==> config.mk <==
export PLATFORM = sky130hd
export DESIGN_NAME = oram_copy_ctrl
export DESIGN_NICKNAME = d
export VERILOG_FILES = /design/src/design/video_pkg.sv /design/src/design/obj_pkg.sv /design/src/design/oram_copy_ctrl.sv
export SDC_FILE = /design/constraint.sdc
export NUM_CORES = 1
export LEC_CHECK = 0
export ABC_AREA = 1
export BUFFER_PORTS_ARGS = -buffer_cell sky130_fd_sc_hd__buf_4
export CAP_MARGIN = 20
export CORE_UTILIZATION = 46
export CTS_CLUSTER_SIZE = 12
export DETAILED_ROUTE_END_ITERATION = 7
export GPL_ROUTABILITY_DRIVEN = 1
export PLACE_DENSITY = 0.74
export SYNTH_ARGS = -nofsm -noshare
export SYNTH_HDL_FRONTEND = slang
export SYNTH_SLANG_ARGS = --single-unit
==> constraint.sdc <==
create_clock -name clk -period 1.5 [get_ports clk]
set_clock_uncertainty 0.05 [all_clocks]
set_input_delay 0.15 -clock clk [delete_from_list [all_inputs] [get_ports clk]]
set_output_delay 0.15 -clock clk [all_outputs]
set_load 0.02 [all_outputs]
==> src/design/video_pkg.sv <==
/*
 * Video timing constants for the object copy stage.
 * Pixel divider, line and frame totals, blanking window and the
 * line on which the object table copy is started each frame.
 */

package video_pkg;

    localparam int PXL_DIV   = 2;    // Clocks per pixel enable.
    localparam int CEN_W     = (PXL_DIV > 1) ? $clog2(PXL_DIV) : 1; // Divider width.

    localparam int H_TOTAL   = 128;  // Pixels per line.
    localparam int HDUMP_W   = $clog2(H_TOTAL); // Pixel counter width.

    localparam int V_TOTAL   = 262;  // Lines per frame.
    localparam int VDUMP_W   = 9;    // Line counter width.

    localparam int VB_START  = 240;  // First blanked line.
    localparam int VB_END    = 16;   // First active line.

    localparam int COPY_LINE = 64;   // Table copy begins here.

endpackage

==> src/design/obj_pkg.sv <==
/*
 * Object attribute table geometry.
 * Table depth, copy slot length and the SDRAM address layout
 * used by the copy sequencer and the object frame buffer.
 */

package obj_pkg;

    localparam int OBJ_AW     = 10;            // Table word address width.
    localparam int OBJ_WORDS  = 1 << OBJ_AW;   // Words per bank.

    // One 16-bit word of the attribute table.
    typedef logic [15:0] obj_word_t;

    localparam int WORD_SLOTS = 17;            // Pixel enables per copied word.
    localparam int SLOT_W     = $clog2(WORD_SLOTS); // Slot counter width.

    // SDRAM address is the source bank bit above the word index.
    localparam int ORAM_AW    = OBJ_AW + 1;

endpackage

==> src/design/oram_copy_ctrl.sv <==
/*
 * Object table copy sequencer.
 * Flips the shown bank at each frame edge, then from COPY_LINE walks
 * the table one word per slot, reading SDRAM and strobing one buffer
 * write per word when the reply lands in time.
 */

`timescale 1ns/1ps

module oram_copy_ctrl import video_pkg::*, obj_pkg::*; (
    input  logic               clk,
    input  logic               rst,
    input  logic               pxl_cen,
    input  logic [VDUMP_W-1:0] vdump,
    input  logic               obank,
    output logic [ORAM_AW-1:0] oram_addr,
    output logic               oram_cs,
    output logic               oram_clr,
    input  logic               oram_ok,
    output logic [OBJ_AW-1:0]  wr_addr,
    output logic               oframe_we,
    output logic               obank_frame
);

    logic              frame;       // On line zero.
    logic              last_frame;
    logic              frame_edge;
    logic              copy_start;  // Copy line reached.
    logic              done;        // High while idle.
    logic [SLOT_W-1:0] slot_cnt;    // Pixel enables within word.
    logic [OBJ_AW-1:0] word_cnt;    // Table word index.
    logic              wtok;        // One write allowed per slot.
    logic              wr_hit;      // Reply accepted this clock.

    assign frame      = (vdump == '0);
    assign frame_edge = frame && !last_frame;
    assign copy_start = (vdump == VDUMP_W'(COPY_LINE));
    assign wr_hit     = !done && oram_ok && slot_cnt[0] && wtok; // Odd slots only.

    assign oram_addr  = {obank, word_cnt}; // Source half above index.
    assign oram_cs    = !done;
    assign oram_clr   = done;

    // Bank flip at the frame edge.
    always_ff @(posedge clk or posedge rst) begin
        if (rst) begin
            last_frame  <= 1'b1;          // No flip straight out of reset.
            obank_frame <= 1'b0;
        end else begin
            last_frame <= frame;
            if (frame_edge) begin
                obank_frame <= !obank_frame;
            end
        end
    end

    always_ff @(posedge clk or posedge rst) begin
        if (rst) begin
            done      <= 1'b1;
            slot_cnt  <= '0;
            word_cnt  <= '0;
            wtok      <= 1'b1;
            oframe_we <= 1'b0;
        end else if (done) begin
            slot_cnt  <= '0;
            word_cnt  <= '0;
            wtok      <= 1'b1;
            oframe_we <= 1'b0;
            if (copy_start) begin
                done <= 1'b0;             // Copy begins.
            end
        end else begin
            oframe_we <= wr_hit;          // Pulse one clock after reply.
            if (wr_hit) begin
                wtok <= 1'b0;
            end
            if (pxl_cen) begin
                if (slot_cnt == SLOT_W'(WORD_SLOTS - 1)) begin
                    slot_cnt <= '0;
                    wtok     <= 1'b1;     // Next word may write.
                    // Carry out of the index ends the copy.
                    {done, word_cnt} <= {1'b0, word_cnt} + (OBJ_AW + 1)'(1);
                end else begin
                    slot_cnt <= slot_cnt + 1'b1;
                end
            end
        end
    end

    // Write address captured with the accepted reply.
    always_ff @(posedge clk) begin
        if (wr_hit) begin
            wr_addr <= word_cnt;
        end
    end

endmodule

# Yosys cells after proc, flatten, opt, wreduce, memory -nomap -nowiden
# Index checks and enable logic that the tools add are counted.
# W data, S select, Z words.
# totals
ff_bits,30
inputBits,14
# classes
addsub,2
n_eq_ne,2
muxes,15
reduce_logical,11
# op_table
cell,n
$mux W10,3
$mux W5,3
$add A10 B1 Y11 const B,1
$eq A9 B7 Y1 const B,1
$logic_not A9 Y1,1
$mux W1,9
$add A5 B1 Y5 const B,1
$eq A5 B5 Y1 const B,1
$logic_and A1 B1 Y1,4
$reduce_bool A2 Y1,2
$logic_not A1 Y1,3
$reduce_and A2 Y1,1

# Logic depth before layout (Yosys ltp)
# depth
word_depth,8
depth_mapped,10

# Worst setup path before layout
# OpenSTA, ideal clock, no wires.
# synth_timing
kind,register to register
from,register done (netlist: oram_clr)
to,"register wr_addr[0], enable pin"
setup_time_ps,376
arrival_time_ps,1139
slack_ps,-65
stages_incl_launch_ff,4
period_less_slack_ps,1565
cell_sequence,dfstp_2 -> inv_2 -> nand3_1 -> nor2_1
# synth_between
elab_chain_len,4
# synth_lines
element,line_no,rtl
from (decl),oram_copy_ctrl.sv:29,logic done;
from (signal assigned),oram_copy_ctrl.sv:82,"{done, word_cnt} <= {1'b0, word_cnt} + (OBJ_AW + 1)'(1);"
$logic_not A1 Y1,oram_copy_ctrl.sv:38,assign wr_hit = !done && oram_ok && slot_cnt[0] && wtok;
$logic_and A1 B1 Y1 (3 in a row),oram_copy_ctrl.sv:38,
named net wr_hit,oram_copy_ctrl.sv:33,logic wr_hit;
to (signal assigned),oram_copy_ctrl.sv:93,wr_addr <= word_cnt;
to (decl),oram_copy_ctrl.sv:20,"output logic [OBJ_AW-1:0] wr_addr,"
# The timed path passes the listed nets, and every way through them passes these cells.
# A chain may end at the register's enable or synchronous reset.

# Final worst setup path
# layout_timing
from,register done (netlist: oram_clr)
to,output oram_cs
# layout_between
elab_chain_len,1
# layout_lines
element,line_no,rtl
$logic_not A1 Y1,oram_copy_ctrl.sv:41,assign oram_cs = !done;
to (decl),oram_copy_ctrl.sv:17,"output logic oram_cs,"
# Every way passes these cells.

==> flow_summary.yaml <==
status:
  status: "finished with violations"
  violations: "design-rule violations, negative hold slack"
clock_network:
  root_buffer: "clkbuf_4"
  clkTransAtPathRegs_ps: 90
  cts.sinks: 30
  htree_levels: 2
  cts_buffers: 5
  cts_tree: "done"
  cts_buffer_depth: 2
  clk_latency_ps: 320
place:
  numPortBuffers: 36
  place.gp.congestion: 0.830
  dp_hpwl_mm: 2.15
grt:
  grt-ovfl-total: 0
  grt_use_total: 0.201
  antenna_found_initial: 0
  grt_first_pass_wirelength_mm: 5.00
  grt_pass1_vias: 1169
  grt_max_degree: 21
worst_setup_path:
  worst-path-buf-inv: 3
  max_stage_delay_ps: 570
  r2r_cells: 9
  critPathLaunchType: "register"
  path_class: "register to primary output"
  crit_arrival_ps: 1240
  crit_family: "flip-flops"
  timing.rr.end: "word_cnt[2]"
  rrSetupSlack_ps: 60
  rr_startpoint: "slot_cnt[1]"
  crit_cells: 3
  cp_slowest_cell: "dfstp_2"
  critPathCaptureType: "primary output"
  cp.required_ps: 1300
  crit_fanout: 9
  path_cells: "inv_4, buf_6, buf_4"
sta:
  slew_headroom: 0.778
  setup_tns_ps: 0
  hold_viol: 1
  fin_crit_ps: 1440
  finalSetupViolCount: 0
  fin_hold_ws_ps: -17.2
  fmax_mhz: 693
  rsz0062_at_grt: "true"
  maxSlewViolCount: 0
  worst_pin_slew_ps: 332
  period_share: 0.962
synth:
  ys_seq_area_frac: 0.558
  syn_area_mm2: 0.00144
  yosysWarnings: 0
  syn_inst: 155
  syn_nets: 172
  syn_area_per_cell_um2: 9.31
  netlist-cell-type-count: 26
  ys_ff_latch: 30
die:
  dieWidth_um: 58
  rows: 19
  dieHeight_um: 58
  die_area_mm2: 0.00336
  io_pins: 39
  start_util: 0.506
  core-area_mm2: 0.00285
power_and_ir_drop:
  leakage_nw: 0.930
  p_per_area_mw_per_mm2: 1100
  total_power_mw: 2.19
  ir_drop_uv: 749
layout:
  final_common_cell: "buf_4"
  final_nets: 227
  fillers: 208
  mostFrequentLayoutCells: "buf_4 (44), nand2_1 (33), dfrtp_1 (17)"
  drive_gt1_frac: 0.351
  area_growth_pct: 38.2
  diodes: 0
route:
  drtAntennaViolNets: 0
  drt_first_pass_iters: 6
  routedWlPerCell_um: 12.5
  num_vias: 1255
  initialDrtViolationCount: 38
  drt-total-wl_mm: 3.03
  drcViolationCount: 5
  vias_per_cell: 5.19
run:
  cap_violations: 0
hold_path:
  hold_path.class: "primary input to register"
  min_from: "vdump[0]"
  worstHoldEndpoint: "last_frame"
  min_delay_path_depth: 4
==> power breakdown <==
part           switching [mW]  internal [mW]
clock network           0.278          0.345
logic                   0.278          0.247
registers              0.0841          0.955
total                   0.640           1.55
==> how the worst max path moves through the flow <==
| stage | slack, ps | from | endpoint |
|---|---|---|---|
| after floorplan | 30 | word_cnt[0] | word_cnt[8] |
| after global placement | 160 | slot_cnt[1] | word_cnt[4] |
| after detailed placement | 70 | slot_cnt[1] | word_cnt[3] |
| after CTS | 10 | oram_clr | oram_cs |
| after global routing | -30 | slot_cnt[1] | word_cnt[3] |
| final | 60 | oram_clr | oram_cs |
==> timing repair <==
item,CTS,global route
resized for setup,0,13
setup buffers,1,3
hold buffers,3,2
pin swaps,0,5
gates cloned,0,0
endpoints found under the setup margin,1,6
endpoints found under the hold margin,18,1
==> state kept, by name (all words and copies together), names as in the netlist <==
register	cells
word_cnt	10
wr_addr	10
slot_cnt	5
last_frame	1
obank_frame	1
oframe_we	1
oram_clr	1
wtok	1
==> cells by family after synthesis <==
logic type,after synthesis,synth area share
AO/OA/AOI/OAI,15,0.0598
XOR/XNOR,6,0.0364
flip-flops,30,0.558
buffers and inverters,21,0.0633
AND/OR/NAND/NOR,80,0.257
adder cells (fa/ha/maj),3,0.0260
==> metal layers <==
| metal | up-vias | global-route usage | share of wire |
|---|---|---|---|
| met5 | - | 0 | 0 |
| met1 | 594 | 0.242 | 0.45 |
| met3 | 2 | 0.0759 | 0.057 |
| met2 | 42 | 0.330 | 0.49 |
| met4 | 0 | 0.0748 | 0.0046 |
| li1 | 617 | - | - |
==> cells in the mapped netlist (all sizes together) <==
master | n | area share
xor2 | 5 | 0.030
nand3 | 14 | 0.056
inv | 18 | 0.047
nor3 | 3 | 0.010
dfrtp | 17 | 0.29
buf | 3 | 0.016
nor2 | 19 | 0.053
o31ai | 1 | 0.0087
nand4 | 4 | 0.017
o21ai | 14 | 0.051
nand2 | 37 | 0.11
nand3b | 1 | 0.0052
nor4 | 2 | 0.0087
ha | 3 | 0.026
edfxtp | 10 | 0.21
dfstp | 3 | 0.055
xnor2 | 1 | 0.0061
==> worst min-delay path, stage by stage <==
cell and delay, ps:
buf_4 70, nor2_1 30, nand2_1 60, nor4_1 40
==> metrics by stage <==
step                      cells  cell area (um2)  setup slack [ps]  utilization
after CTS                   238             1910              9.65        0.670
after global placement      226             1800               159        0.629
after floorplan             155             1450              26.3            -
after global routing        242             1990             -26.5        0.699
final                       242             1990              56.7        0.699
after detailed placement    226             1800              66.3        0.629
==> cell type report <==
class,count,area [um2],area share
sequential,30,805,0.403
multi-input combinational,104,591,0.296
timing repair buffer,51,413,0.207
inverter,18,70.1,0.0351
clock inverter,3,40.0,0.0201
tap,31,38.8,0.0194
clock buffer,5,37.5,0.0188
Note: power is estimated with default switching activity, not from simulation.
