**src/design/video_pkg.sv**
```systemverilog
/*
 * Video timing constants for the object copy stage.
 * Pixel divider, line and frame totals, blanking window and the
 * line on which the object table copy is started each frame.
 */

package video_pkg;

    localparam int PXL_DIV   = 2;    // Clocks per pixel enable.
    localparam int CEN_W     = (PXL_DIV > 1) ? $clog2(PXL_DIV) : 1; // Divider width.

    localparam int H_TOTAL   = 128;  // Pixels per line.
    localparam int HDUMP_W   = $clog2(H_TOTAL); // Pixel counter width.

    localparam int V_TOTAL   = 262;  // Lines per frame.
    localparam int VDUMP_W   = 9;    // Line counter width.

    localparam int VB_START  = 240;  // First blanked line.
    localparam int VB_END    = 16;   // First active line.

    localparam int COPY_LINE = 64;   // Table copy begins here.

endpackage

```
**src/design/video_timer.sv**
```systemverilog
/*
 * Video timer.
 * Divides the clock into the pixel enable, counts pixels and lines
 * and decodes a registered vertical blank from the line count.
 */

`timescale 1ns/1ps

module video_timer import video_pkg::*; (
    input  logic               clk,
    input  logic               rst,
    output logic               pxl_cen,
    output logic [VDUMP_W-1:0] vdump,
    output logic               LVBL
);

    logic [CEN_W-1:0]   cen_cnt;    // Clock divider phase.
    logic [HDUMP_W-1:0] hdump;      // Pixel within line.
    logic               h_wrap;     // Last pixel of the line.

    assign h_wrap = pxl_cen && (hdump == HDUMP_W'(H_TOTAL - 1));

    always_ff @(posedge clk or posedge rst) begin
        if (rst) begin
            cen_cnt <= '0;
            pxl_cen <= 1'b0;
        end else begin
            if (cen_cnt == CEN_W'(PXL_DIV - 1)) begin
                cen_cnt <= '0;
            end else begin
                cen_cnt <= cen_cnt + 1'b1;
            end
            pxl_cen <= (cen_cnt == CEN_W'(PXL_DIV - 1)); // One clock per period.
        end
    end

    always_ff @(posedge clk or posedge rst) begin
        if (rst) begin
            hdump <= '0;
            vdump <= '0;
            LVBL  <= 1'b0;                       // Line 0 sits in blank.
        end else begin
            if (pxl_cen) begin
                hdump <= h_wrap ? '0 : hdump + 1'b1;
            end
            if (h_wrap) begin
                if (vdump == VDUMP_W'(V_TOTAL - 1)) begin
                    vdump <= '0;                 // Frame wrap.
                end else begin
                    vdump <= vdump + 1'b1;
                end
            end
            // Active between VB_END and VB_START.
            LVBL <= (vdump >= VDUMP_W'(VB_END)) && (vdump < VDUMP_W'(VB_START));
        end
    end

endmodule

```
**config.mk**
```make
export PLATFORM = sky130hd
export DESIGN_NAME = video_timer
export DESIGN_NICKNAME = d
export VERILOG_FILES = /design/src/design/video_pkg.sv /design/src/design/video_timer.sv
export SDC_FILE = /design/constraint.sdc
export NUM_CORES = 1
export LEC_CHECK = 0
export BUFFER_PORTS_ARGS = -buffer_cell sky130_fd_sc_hd__buf_2
export CORE_MARGIN = 1.5
export CORE_UTILIZATION = 24
export CTS_CLUSTER_SIZE = 14
export DETAILED_ROUTE_END_ITERATION = 7
export PLACE_DENSITY = 0.44
export SLEW_MARGIN = 20
export SYNTH_ARGS = -nofsm -noshare
export SYNTH_HDL_FRONTEND = slang
export SYNTH_SLANG_ARGS = --single-unit
```
**constraint.sdc**
```tcl
create_clock -name clk -period 1.3 [get_ports clk]
set_input_delay 0.13 -clock clk [delete_from_list [all_inputs] [get_ports clk]]
set_output_delay 0.13 -clock clk [all_outputs]
set_load 0.005 [all_outputs]
```
Word level (Yosys, flattened, before mapping):

Index checks and enable logic that the tools add are counted.

* flip-flop bits (word level): 19
* latch bits: 0
* bits in writable memories: 0
* bits in read-only memories: 0
* input bits: 2
* memories kept: 0

* add/sub/neg operators: 3
* $mul: 0
* divide/modulo/power cells: 0
* magnitude comparators: 2
* eq/ne operators: 2
* shift operators: 0
* multiplexer cells: 3
* bitwise gates (word level): 0
* reductions and logical operators: 2

Operators by type and width (number)
* $add A9 B1 Y9 const B: 1
* $eq A9 B9 Y1 const B: 1
* $ge A9 B5 Y1 const B: 1
* $lt A9 B8 Y1 const B: 1
* $mux W9: 1
* $add A7 B1 Y7 const B: 1
* $eq A7 B7 Y1 const B: 1
* $mux W7: 1
* $logic_and A1 B1 Y1: 2
* $add A1 B1 Y1 const B: 1
* $mux W1: 1

Longest topological paths before layout:

Gate-level depths: netlist of the first run.

* word-level depth: 3
* gate-level depth with buffers: 6
* mapped depth without buffers: 5

Worst setup path after synthesis of the first run:

OpenSTA, ideal clock, no wires.

* path kind: flip-flop to flip-flop
* start: register vdump[4]
* end: register vdump[2]
* library setup time: 121 ps
* arrival: 1278 ps
* path slack: -99 ps
* cell stages (with the launch flop): 5
* period minus slack after synthesis: 1399 ps
* path through: dfrtp_1 -> nor4_2 -> and4_1 -> o21ai_1 -> a22o_1

* cells in the longest elaborated chain, start to end: 2

Ends and longest elaborated chain
* start, declared: line video_timer.sv:13 `output logic [VDUMP_W-1:0] vdump,`
* start signal, assigned: line video_timer.sv:50 `vdump <= vdump + 1'b1;`
* $eq A9 B9 Y1: line video_timer.sv:47 `if (vdump == VDUMP_W'(V_TOTAL - 1)) begin`
* $mux W9: line video_timer.sv:47

Every way passes these cells.
A chain may end at the register's enable or synchronous reset.

Worst setup path in the final report of the first run:

* start: register hdump[0]
* end: register vdump[6]

* cells in the longest elaborated chain, start to end: 2

Ends and longest elaborated chain
* start, declared: line video_timer.sv:18 `logic [HDUMP_W-1:0] hdump;`
* start signal, assigned: line video_timer.sv:44 `hdump <= h_wrap ? '0 : hdump + 1'b1;`
* $eq A7 B7 Y1: line video_timer.sv:21 `assign h_wrap = pxl_cen && (hdump == HDUMP_W'(H_TOTAL - 1));`
* $logic_and A1 B1 Y1: line video_timer.sv:21

Every way passes these cells.

==> results of run 1 <==
[worst min-delay path by stage]
stage	startpoint	to	slack (ns)	cells past startpoint
floorplan	rst	LVBL$_DFF_PP0_	0.08	1
global placement	rst	cen_cnt$_DFF_PP0_	0.17	3
detailed placement	rst	cen_cnt$_DFF_PP0_	0.16	3
CTS	cen_cnt$_DFF_PP0_	pxl_cen$_DFF_PP0_	0.38	0
global route	cen_cnt$_DFF_PP0_	pxl_cen$_DFF_PP0_	0.39	0
finish	cen_cnt$_DFF_PP0_	pxl_cen$_DFF_PP0_	0.38	0
[flip-flops by register name (all words and copies together), names as in the netlist]
name     flops
vdump        9
hdump        7
LVBL         1
cen_cnt      1
pxl_cen      1
[kinds of logic (layout without fill, tap and decap cells)]
group	after synthesis	after routing	share of synthesized area [%]
buffers and inverters	5	47	2.51
AND/OR/NAND/NOR	31	31	22.0
multiplexers	2	2	2.51
AO/OA/AOI/OAI	9	9	5.71
XOR/XNOR	9	9	8.77
flip-flops	19	19	52.9
adder cells (fa/ha/maj)	4	4	5.57
[cells in the final DEF, fill, tap and decap left out, types with 2 or more instances in the layout]
master and count:
a31oi_1 2, and3_1 2, and4_1 2, buf_2 12, buf_4 22, buf_6 4, clkbuf_8 3, dfrtp_1 19
ha_1 3, inv_1 4, mux2_2 2, nand2_1 3, nand3_1 4, nand4_1 6, nor2_1 2, nor2_4 2
nor2b_1 2, o21ai_1 3, xnor2_1 5, xor2_1 4
[layout make-up]
cell class	count	area, sq um	area share [%]
flip-flops and latches	19	475	35.9
multi-input cells	55	448	33.8
repair buffers	39	280	21.2
well taps	48	60.1	4.54
clock buffers	4	45.0	3.40
inverters	4	15.0	1.13
[worst register-to-register path: cells and delay by family (launching register included)]
family / cells / cell delay (ns)
simple gates: 3 / 0.56
xor+xnor: 1 / 0.18
flops: 1 / 0.41
fa+ha+maj: 1 / 0.17
[power by group through the flow]
| stage | Clock [mW] | Sequential (mW) | Combinational (mW) |
|---|---|---|---|
| final | 0.404 | 0.591 | 0.0169 |
| after global routing | 0.443 | 0.590 | 0.0209 |
| after CTS | 0.415 | 0.591 | 0.0184 |
| after detailed placement | 0 | 0.602 | 0.0161 |
| after global placement | 0 | 0.602 | 0.0169 |
| after floorplan | 0 | 0.602 | 0.00887 |
[what timing repair did]
action,4_1_cts,5_1_grt
setup buffers,3,3
endpoints found under the setup margin,10,12
hold endpoints to repair,19,0
gates resized for setup,5,9
pin swaps,10,13
hold buffers,1,0
[stage by stage]
stage	utilization (%)	instance area (sq um)	power, mW
detailed placement	32.2	1170	0.618
floorplan	-	901	0.611
CTS	35.3	1280	1.02
global route	36.4	1320	1.05
global placement	32.2	1170	0.619
finish	36.4	1320	1.01
[layer usage]
layer	up-vias	GRT usage, %	wire length, um
li1	363	-	-
met1	346	11.1	816
met2	9	17.3	896
met3	2	2.46	69
met4	0	3.19	11
met5	-	0	0
==> flow_metrics.env, run 1 <==
export IMPL_grt_pass1_vias=769
export IMPL_status="finished, violations left"
export IMPL_seq_power_share_pct=58.4
export IMPL_grt_pass1_wl_mm=3.17
export IMPL_critPathBufInv=0
export IMPL_p_sw_uw=198
export IMPL_dr_pass1_iters=4
export IMPL_num_vias=720
export IMPL_cts_tree="yes"
export IMPL_die_x_um=64.2
export IMPL_cts_sinks=19
export IMPL_cp_num_cells=5
export IMPL_crit_required_ns=1.47
export IMPL_nets=128
export IMPL_drive_gt1_share_pct=43.0
export IMPL_root_buffer="clkbuf_8"
export IMPL_initial_core_util_pct=24.7
export IMPL_finalNonFillerCells=169
export IMPL_place_inst=159
export IMPL_clk_latency_ns=0.25
export IMPL_cts_buffer_depth=2
export IMPL_critical_path_class="reg -> reg"
export IMPL_grt_overflow_total=0
export IMPL_path_cells="ha_4, nand3_4, or2_1, nor3_2, xor2_1"
export IMPL_clkSlewWorstSetupHoldPaths_ns=0.07
export IMPL_rr_startpoint="hdump[0]$_DFFE_PP0P_"
export IMPL_fin_skew_ns=0.00254
export IMPL_period_share_pct=107
export IMPL_grt_max_degree=20
export IMPL_synth_area_per_cell_sq_um=11.4
export IMPL_finalCriticalPeriod_ns=1.39
export IMPL_cts_max_level=1
export IMPL_r2r_end="vdump[6]$_DFFE_PP0N_"
export IMPL_maxSlewViolCount=0
export IMPL_antenna_found_initial=0
export IMPL_pwr_share_comb_pct=1.7
export IMPL_drc=0
export IMPL_grt_usage_pct=9.65
export IMPL_crit_end="vdump[6]$_DFFE_PP0N_"
export IMPL_place_gp_congestion=0.718
export IMPL_cellPowerDensity_nw_per_um2=764
export IMPL_switching_share_pct=19.6
export IMPL_intPower_uw=813
export IMPL_fin_tns_setup_ns=-0.226
export IMPL_yosysMostFrequentCell="dfrtp_1"
export IMPL_worstSetupStartpointType="flip-flop"
export IMPL_crit_path_max_incr_delay_ns=0.41
export IMPL_worstPathMaxFanout=4
export IMPL_nFillCells=393
export IMPL_slew_headroom_pct=82.2
export IMPL_wirelength_mm=1.79
export IMPL_synth_edf_count=0
export IMPL_hold_viol=0
export IMPL_holdWs_ns=0.376
export IMPL_reg2reg_slack_ns=-0.09
export IMPL_synth_warnings=0
export IMPL_cp_startpoint="hdump[0]$_DFFE_PP0P_"
export IMPL_seq_area_frac_synth_pct=52.9
export IMPL_maxCapViolCount=0
export IMPL_cts_buffers=3
export IMPL_rows=22
export IMPL_wl_per_cell_um=10.6
export IMPL_slowest_stage="dfrtp_1"
export IMPL_viasPerCell=4.26
export IMPL_async_reset_ff_share_pct=100
export IMPL_drt_iter0_markers=16
export IMPL_dpl_hpwl_mm=1.39
export IMPL_hold_class="reg -> reg"
export IMPL_synthFlopType="dfrtp_1"
export IMPL_die_area_sq_um=4120
export IMPL_worst_slack_ns=-0.0920
export IMPL_diodes=0
export IMPL_cp_end_kind="flip-flop"
export IMPL_rsz0062_at_grt="yes"
export IMPL_dp_slack_ns=-0.139
export IMPL_tightest_slew_ns=0.265
export IMPL_die_h_um=64.2
export IMPL_io_pin_count=13
export IMPL_ant_nets=0
export IMPL_synthesis_instances=79
export IMPL_vdd_drop_max_mv=0.255
export IMPL_maxClockFrequency_ghz=0.718
export IMPL_crit_arrival_ns=1.56
export IMPL_r2r_cells=5
export IMPL_violations="setup timing"
export IMPL_clkPwrFrac_pct=39.9
export IMPL_io_buffers=12
export IMPL_synth_area_leader_cell="dfrtp_1"
export IMPL_ys_ff_latch=19
export IMPL_synth_area_sq_um=898
export IMPL_power_leakage_nw=0.650
export IMPL_syn_num_nets=85
export IMPL_area_growth_pct=47.4
export IMPL_synthTopCellsByArea="dfrtp_1 (53%), ha_1 (5.6%), xnor2_1 (4.9%)"
export IMPL_coreArea_sq_um=3630
export IMPL_setup_violations=5
export IMPL_critPathTopFamily="simple AND/OR/NAND/NOR gates"
export IMPL_synthDistinctLibCells=27
export IMPL_synth_top_area_share_pct=52.9
export IMPL_ys_top_cells_by_count="dfrtp_1 (19), nand4_1 (6), xnor2_1 (5)"
Power figures use the tool's default switching activity.
==> inputs of run 2 (changes only) <==
--- a/config.mk
+++ b/config.mk
@@ -11,6 +11,7 @@
 export CTS_CLUSTER_SIZE = 14
 export DETAILED_ROUTE_END_ITERATION = 7
 export PLACE_DENSITY = 0.44
+export SETUP_SLACK_MARGIN = 0.02
 export SLEW_MARGIN = 20
 export SYNTH_ARGS = -nofsm -noshare
 export SYNTH_HDL_FRONTEND = slang
==> flow_metrics.env, run 2 (same netlist as run 1, synthesis figures left out) <==
export IMPL_worst_slack_ns=-0.0831
export IMPL_cp_end_kind="flip-flop"
export IMPL_cts_buffer_depth=2
export IMPL_num_vias=778
export IMPL_place_inst=161
export IMPL_grt_usage_pct=11.8
export IMPL_rsz0062_at_grt="yes"
export IMPL_die_x_um=64.2
export IMPL_slew_headroom_pct=83.8
export IMPL_grt_pass1_vias=805
export IMPL_root_buffer="clkbuf_8"
export IMPL_hold_class="reg -> reg"
export IMPL_maxCapViolCount=0
export IMPL_wl_per_cell_um=12.2
export IMPL_coreArea_sq_um=3630
export IMPL_violations="setup timing"
export IMPL_design_area_sq_um=1390
export IMPL_cts_tree="yes"
export IMPL_finalCriticalPeriod_ns=1.38
export IMPL_regMostFlops="vdump"
export IMPL_area_growth_pct=54.7
export IMPL_status="finished, violations left"
export IMPL_finalNonFillerCells=175
export IMPL_cts_sinks=19
export IMPL_critical_path_class="reg -> reg"
export IMPL_setup_violations=6
export IMPL_die_area_sq_um=4120
export IMPL_grt_overflow_total=0
export IMPL_dr_pass1_iters=4
export IMPL_wirelength_mm=2.14
export IMPL_crit_required_ns=1.48
export IMPL_maxSlewViolCount=0
export IMPL_maxClockFrequency_ghz=0.723
export IMPL_hold_viol=0
export IMPL_mostFrequentLayoutCells="buf_4 (29), dfrtp_1 (19), buf_2 (12), nand4_1 (6), xnor2_1 (5)"
export IMPL_ant_nets=0
export IMPL_tightest_slew_ns=0.241
export IMPL_die_h_um=64.2
export IMPL_antenna_found_initial=0
export IMPL_crit_arrival_ns=1.56
export IMPL_initial_core_util_pct=24.7
export IMPL_viasPerCell=4.45
export IMPL_final_common_cell="buf_4"
export IMPL_clkSlewWorstSetupHoldPaths_ns=0.07
export IMPL_largest_register_ff_count=9
export IMPL_place_area_sq_um=1190
export IMPL_grt_pass1_wl_mm=3.73
export IMPL_grt_max_degree=20
export IMPL_worstPathMaxFanout=5
export IMPL_nets=134
export IMPL_drt_iter0_markers=12
export IMPL_reg_top3="vdump x9, hdump x7"
export IMPL_nFillCells=396
export IMPL_vdd_drop_max_mv=0.246
export IMPL_io_pin_count=13
export IMPL_fin_skew_ns=0.000939
export IMPL_drc=0
export IMPL_worstSetupStartpointType="flip-flop"
export IMPL_dpl_hpwl_mm=1.43
export IMPL_cellPowerDensity_nw_per_um2=734
export IMPL_cts_buffers=3
export IMPL_period_share_pct=106
export IMPL_cts_max_level=1
export IMPL_rows=22
export IMPL_drive_gt1_share_pct=50.4
export IMPL_diodes=0
export IMPL_clk_latency_ns=0.25
export IMPL_place_gp_congestion=0.763
export IMPL_power_leakage_nw=0.696
export IMPL_io_buffers=12
[run 2: changes by cell type in the layout (fill, tap and decap cells not counted), sizes merged]
cell    change
clkbuf      -1
buf         +5
clkinv      +1
nor2        +1
[run 2: path summary, 6_finish.rpt]
check                                      from              endpoint  slack (ns)  depth (start not counted)
min reg2reg                   cen_cnt$_DFF_PP0_     pxl_cen$_DFF_PP0_        0.39                          0
min                           cen_cnt$_DFF_PP0_     pxl_cen$_DFF_PP0_        0.39                          0
max reg2reg                hdump[0]$_DFFE_PP0P_  vdump[6]$_DFFE_PP0N_       -0.08                          5
max                        hdump[0]$_DFFE_PP0P_  vdump[6]$_DFFE_PP0N_       -0.08                          5
min in group asynchronous                   rst  hdump[1]$_DFFE_PP0P_        0.43                          4
max in group asynchronous                   rst  vdump[2]$_DFFE_PP0N_        0.67                          4
[run 2: routing by layer]
metal  share of wire [%]  global-route usage, %
met5                   0                      0
met4                0.65                   3.99
met3                 3.8                   2.11
met2                  53                   20.6
met1                  42                   14.5
[run 2: power by group]
group / internal, mW / switching (mW) / total [mW]
Clock: 0.213 / 0.199 / 0.412
Sequential: 0.591 / 0 / 0.591
Combinational: 0.00523 / 0.0122 / 0.0174
[run 2: cell type report]
cell class                      count  area [sq um]  area share [%]
Clock buffer                        3          41.3            2.97
Clock inverter                      1          5.00           0.360
Inverter                            4          15.0            1.08
Multi-Input combinational cell     56           483            34.7
Sequential cell                    19           475            34.2
Tap cell                           48          60.1            4.32
Timing Repair Buffer               44           310            22.3
[run 2: critical path, cell delays in order (launching register included)]
cell and delay (ns):
dfrtp_1 0.40, ha_4 0.17, nand3_4 0.13, or2_4 0.27, nor3_2 0.17, xor2_1 0.16
[run 2: what timing repair did]
action,CTS,global route
buffers inserted,6,2
pin swaps,14,8
gates cloned,1,0
endpoints found under the setup margin,12,13
hold endpoints to repair,19,0
gates resized for setup,10,8
hold buffers,1,0
[run 2: stage by stage]
stage	util [%]	setup TNS (ns)	total power, mW	hold WS [ns]	worst slack [ns]
finish	38.3	-0.347	1.02	0.389	-0.0831
global route	38.3	-1.31	1.06	0.402	-0.182
CTS	37.1	-0.371	1.04	0.391	-0.0989
detailed placement	32.8	-1.31	0.619	0.171	-0.158
global placement	32.8	-0.878	0.619	0.171	-0.132
floorplan	-	-0.107	0.611	0.0811	-0.0546
==> inputs of run 3 (changes only) <==
--- a/config.mk
+++ b/config.mk
@@ -6,11 +6,11 @@
 export NUM_CORES = 1
 export LEC_CHECK = 0
 export BUFFER_PORTS_ARGS = -buffer_cell sky130_fd_sc_hd__buf_2
-export CORE_MARGIN = 1.5
 export CORE_UTILIZATION = 24
 export CTS_CLUSTER_SIZE = 14
 export DETAILED_ROUTE_END_ITERATION = 7
 export PLACE_DENSITY = 0.44
+export RECOVER_POWER = 50
 export SETUP_SLACK_MARGIN = 0.02
 export SLEW_MARGIN = 20
 export SYNTH_ARGS = -nofsm -noshare
==> flow_metrics.env, run 3 (same netlist as run 1, synthesis figures left out) <==
export IMPL_area_growth_pct=53.5
export IMPL_whs_path_depth=0
export IMPL_finalNonFillerCells=173
export IMPL_r2r_cells=4
export IMPL_period_share_pct=109
export IMPL_antenna_found_initial=0
export IMPL_place_inst=159
export IMPL_grt_max_degree=20
export IMPL_finalCriticalPeriod_ns=1.42
export IMPL_crit_arrival_ns=1.57
export IMPL_dpl_hpwl_mm=1.34
export IMPL_place_gp_congestion=0.754
export IMPL_grtUsageMet3_pct=4.17
export IMPL_dp_slack_ns=-0.114
export IMPL_drive_gt1_share_pct=50.4
export IMPL_maxCapViolCount=0
export IMPL_fin_skew_ns=0.0128
export IMPL_rows=21
export IMPL_coreArea_sq_um=3470
export IMPL_hold_class="reg -> reg"
export IMPL_slew_headroom_pct=67.3
export IMPL_cp_end_kind="flip-flop"
export IMPL_hold_end="pxl_cen$_DFF_PP0_"
export IMPL_reg2reg_slack_ns=-0.12
export IMPL_dr_pass1_iters=3
export IMPL_maxSlewViolCount=0
export IMPL_wl_per_cell_um=11.3
export IMPL_die_h_um=63.2
export IMPL_mostFrequentLayoutCells="buf_4 (26), dfrtp_1 (18), buf_2 (12), nand4_1 (6)"
export IMPL_clkSlewWorstSetupHoldPaths_ns=0.08
export IMPL_cts_buffer_depth=2
export IMPL_rr_startpoint="vdump[4]$_DFFE_PP0N_"
export IMPL_r2r_end="vdump[2]$_DFFE_PP0N_"
export IMPL_hold_start="cen_cnt$_DFF_PP0_"
export IMPL_grt_pass1_wl_mm=3.15
export IMPL_largest_register_ff_count=9
export IMPL_grt_use_met1_pct=12.2
export IMPL_ant_nets=0
export IMPL_worstSetupStartpointType="flip-flop"
export IMPL_diodes=0
export IMPL_cellPowerDensity_nw_per_um2=744
export IMPL_rsz0062_at_grt="yes"
export IMPL_initial_core_util_pct=25.9
export IMPL_setup_violations=5
export IMPL_final_common_cell="buf_4"
export IMPL_wirelength_mm=1.96
export IMPL_io_buffers=12
export IMPL_violations="setup timing"
export IMPL_die_x_um=63.2
export IMPL_worst_slack_ns=-0.116
export IMPL_busiest_layer="met2"
export IMPL_gr_usage_met2_pct=17.3
export IMPL_die_area_sq_um=3990
export IMPL_num_vias=749
export IMPL_critical_path_class="reg -> reg"
export IMPL_cts_max_level=1
export IMPL_viasPerCell=4.33
export IMPL_tightest_slew_ns=0.490
export IMPL_holdWs_ns=0.388
export IMPL_regMostFlops="vdump"
export IMPL_cts_tree="yes"
export IMPL_vdd_drop_max_mv=0.360
export IMPL_reg_top3="vdump x9, hdump x7"
export IMPL_clk_latency_ns=0.26
export IMPL_hold_viol=0
export IMPL_drt_iter0_markers=47
export IMPL_maxClockFrequency_ghz=0.706
export IMPL_worstPathMaxFanout=4
export IMPL_io_pin_count=13
export IMPL_cts_buffers=3
export IMPL_power_leakage_nw=0.677
export IMPL_crit_required_ns=1.46
export IMPL_nets=134
export IMPL_grt_overflow_total=0
export IMPL_status="finished, violations left"
export IMPL_cts_sinks=19
export IMPL_root_buffer="clkbuf_8"
export IMPL_grt_usage_pct=10.5
export IMPL_drc=0
export IMPL_grt_pass1_vias=719
## run 3: per-stage QoR
| stage | instance area (sq um) | TNS, ns | util [%] | power [mW] |
|---|---|---|---|---|
| floorplan | 906 | -0.107 | - | 0.611 |
| global placement | 1190 | -0.431 | 34.3 | 0.619 |
| detailed placement | 1190 | -0.626 | 34.3 | 0.619 |
| CTS | 1290 | -0.185 | 37.3 | 1.05 |
| global route | 1380 | -1.38 | 39.8 | 1.06 |
| finish | 1380 | -0.348 | 39.8 | 1.03 |
## run 3: final cells by class
class                   count  area [sq um]
repair buffers             45           327
inverters                   4          15.0
fillers                   368          2090
multi-input cells          55           457
clock buffers               3          41.3
flip-flops and latches     19           477
clock inverters             1          5.00
well taps                  46          57.6
## run 3: report_power, final
group          switching [mW]  internal [mW]  leakage, nW
clock network           0.206          0.213       0.0255
logic                  0.0124        0.00421        0.402
registers                   0          0.591        0.249
## run 3: worst max path at each step
stage | cells after the start | startpoint | slack [ns] | to
global placement | 5 | hdump[1]$_DFFE_PP0P_ | -0.1 | vdump[6]$_DFFE_PP0N_
CTS | 4 | vdump[6]$_DFFE_PP0N_ | -0.08 | vdump[2]$_DFFE_PP0N_
global route | 4 | vdump[4]$_DFFE_PP0N_ | -0.20 | vdump[2]$_DFFE_PP0N_
finish | 4 | vdump[4]$_DFFE_PP0N_ | -0.12 | vdump[2]$_DFFE_PP0N_
floorplan | 5 | hdump[0]$_DFFE_PP0P_ | -0.05 | vdump[6]$_DFFE_PP0N_
detailed placement | 4 | vdump[7]$_DFFE_PP0N_ | -0.11 | vdump[2]$_DFFE_PP0N_
## run 3: critical path: stages, from the launching register on
cell and delay, ns:
dfrtp_2 0.45, nor4_4 0.33, and4_1 0.26, o21ai_1 0.06
a22o_1 0.21
## run 3: repair_timing
action                                 in CTS  in global routing
hold buffers                                1                  0
gates resized for setup                     3                 16
pin swaps                                   8                 14
endpoints found under the hold margin      19                  0
buffers inserted                            3                  8
setup endpoints to repair                  12                 13
## run 3: metal layers
| metal | share of wire [%] | vias up |
|---|---|---|
| li1 | - | 373 |
| met1 | 47 | 361 |
| met2 | 48 | 13 |
| met3 | 4.4 | 2 |
| met4 | 0.92 | 0 |
| met5 | 0 | - |
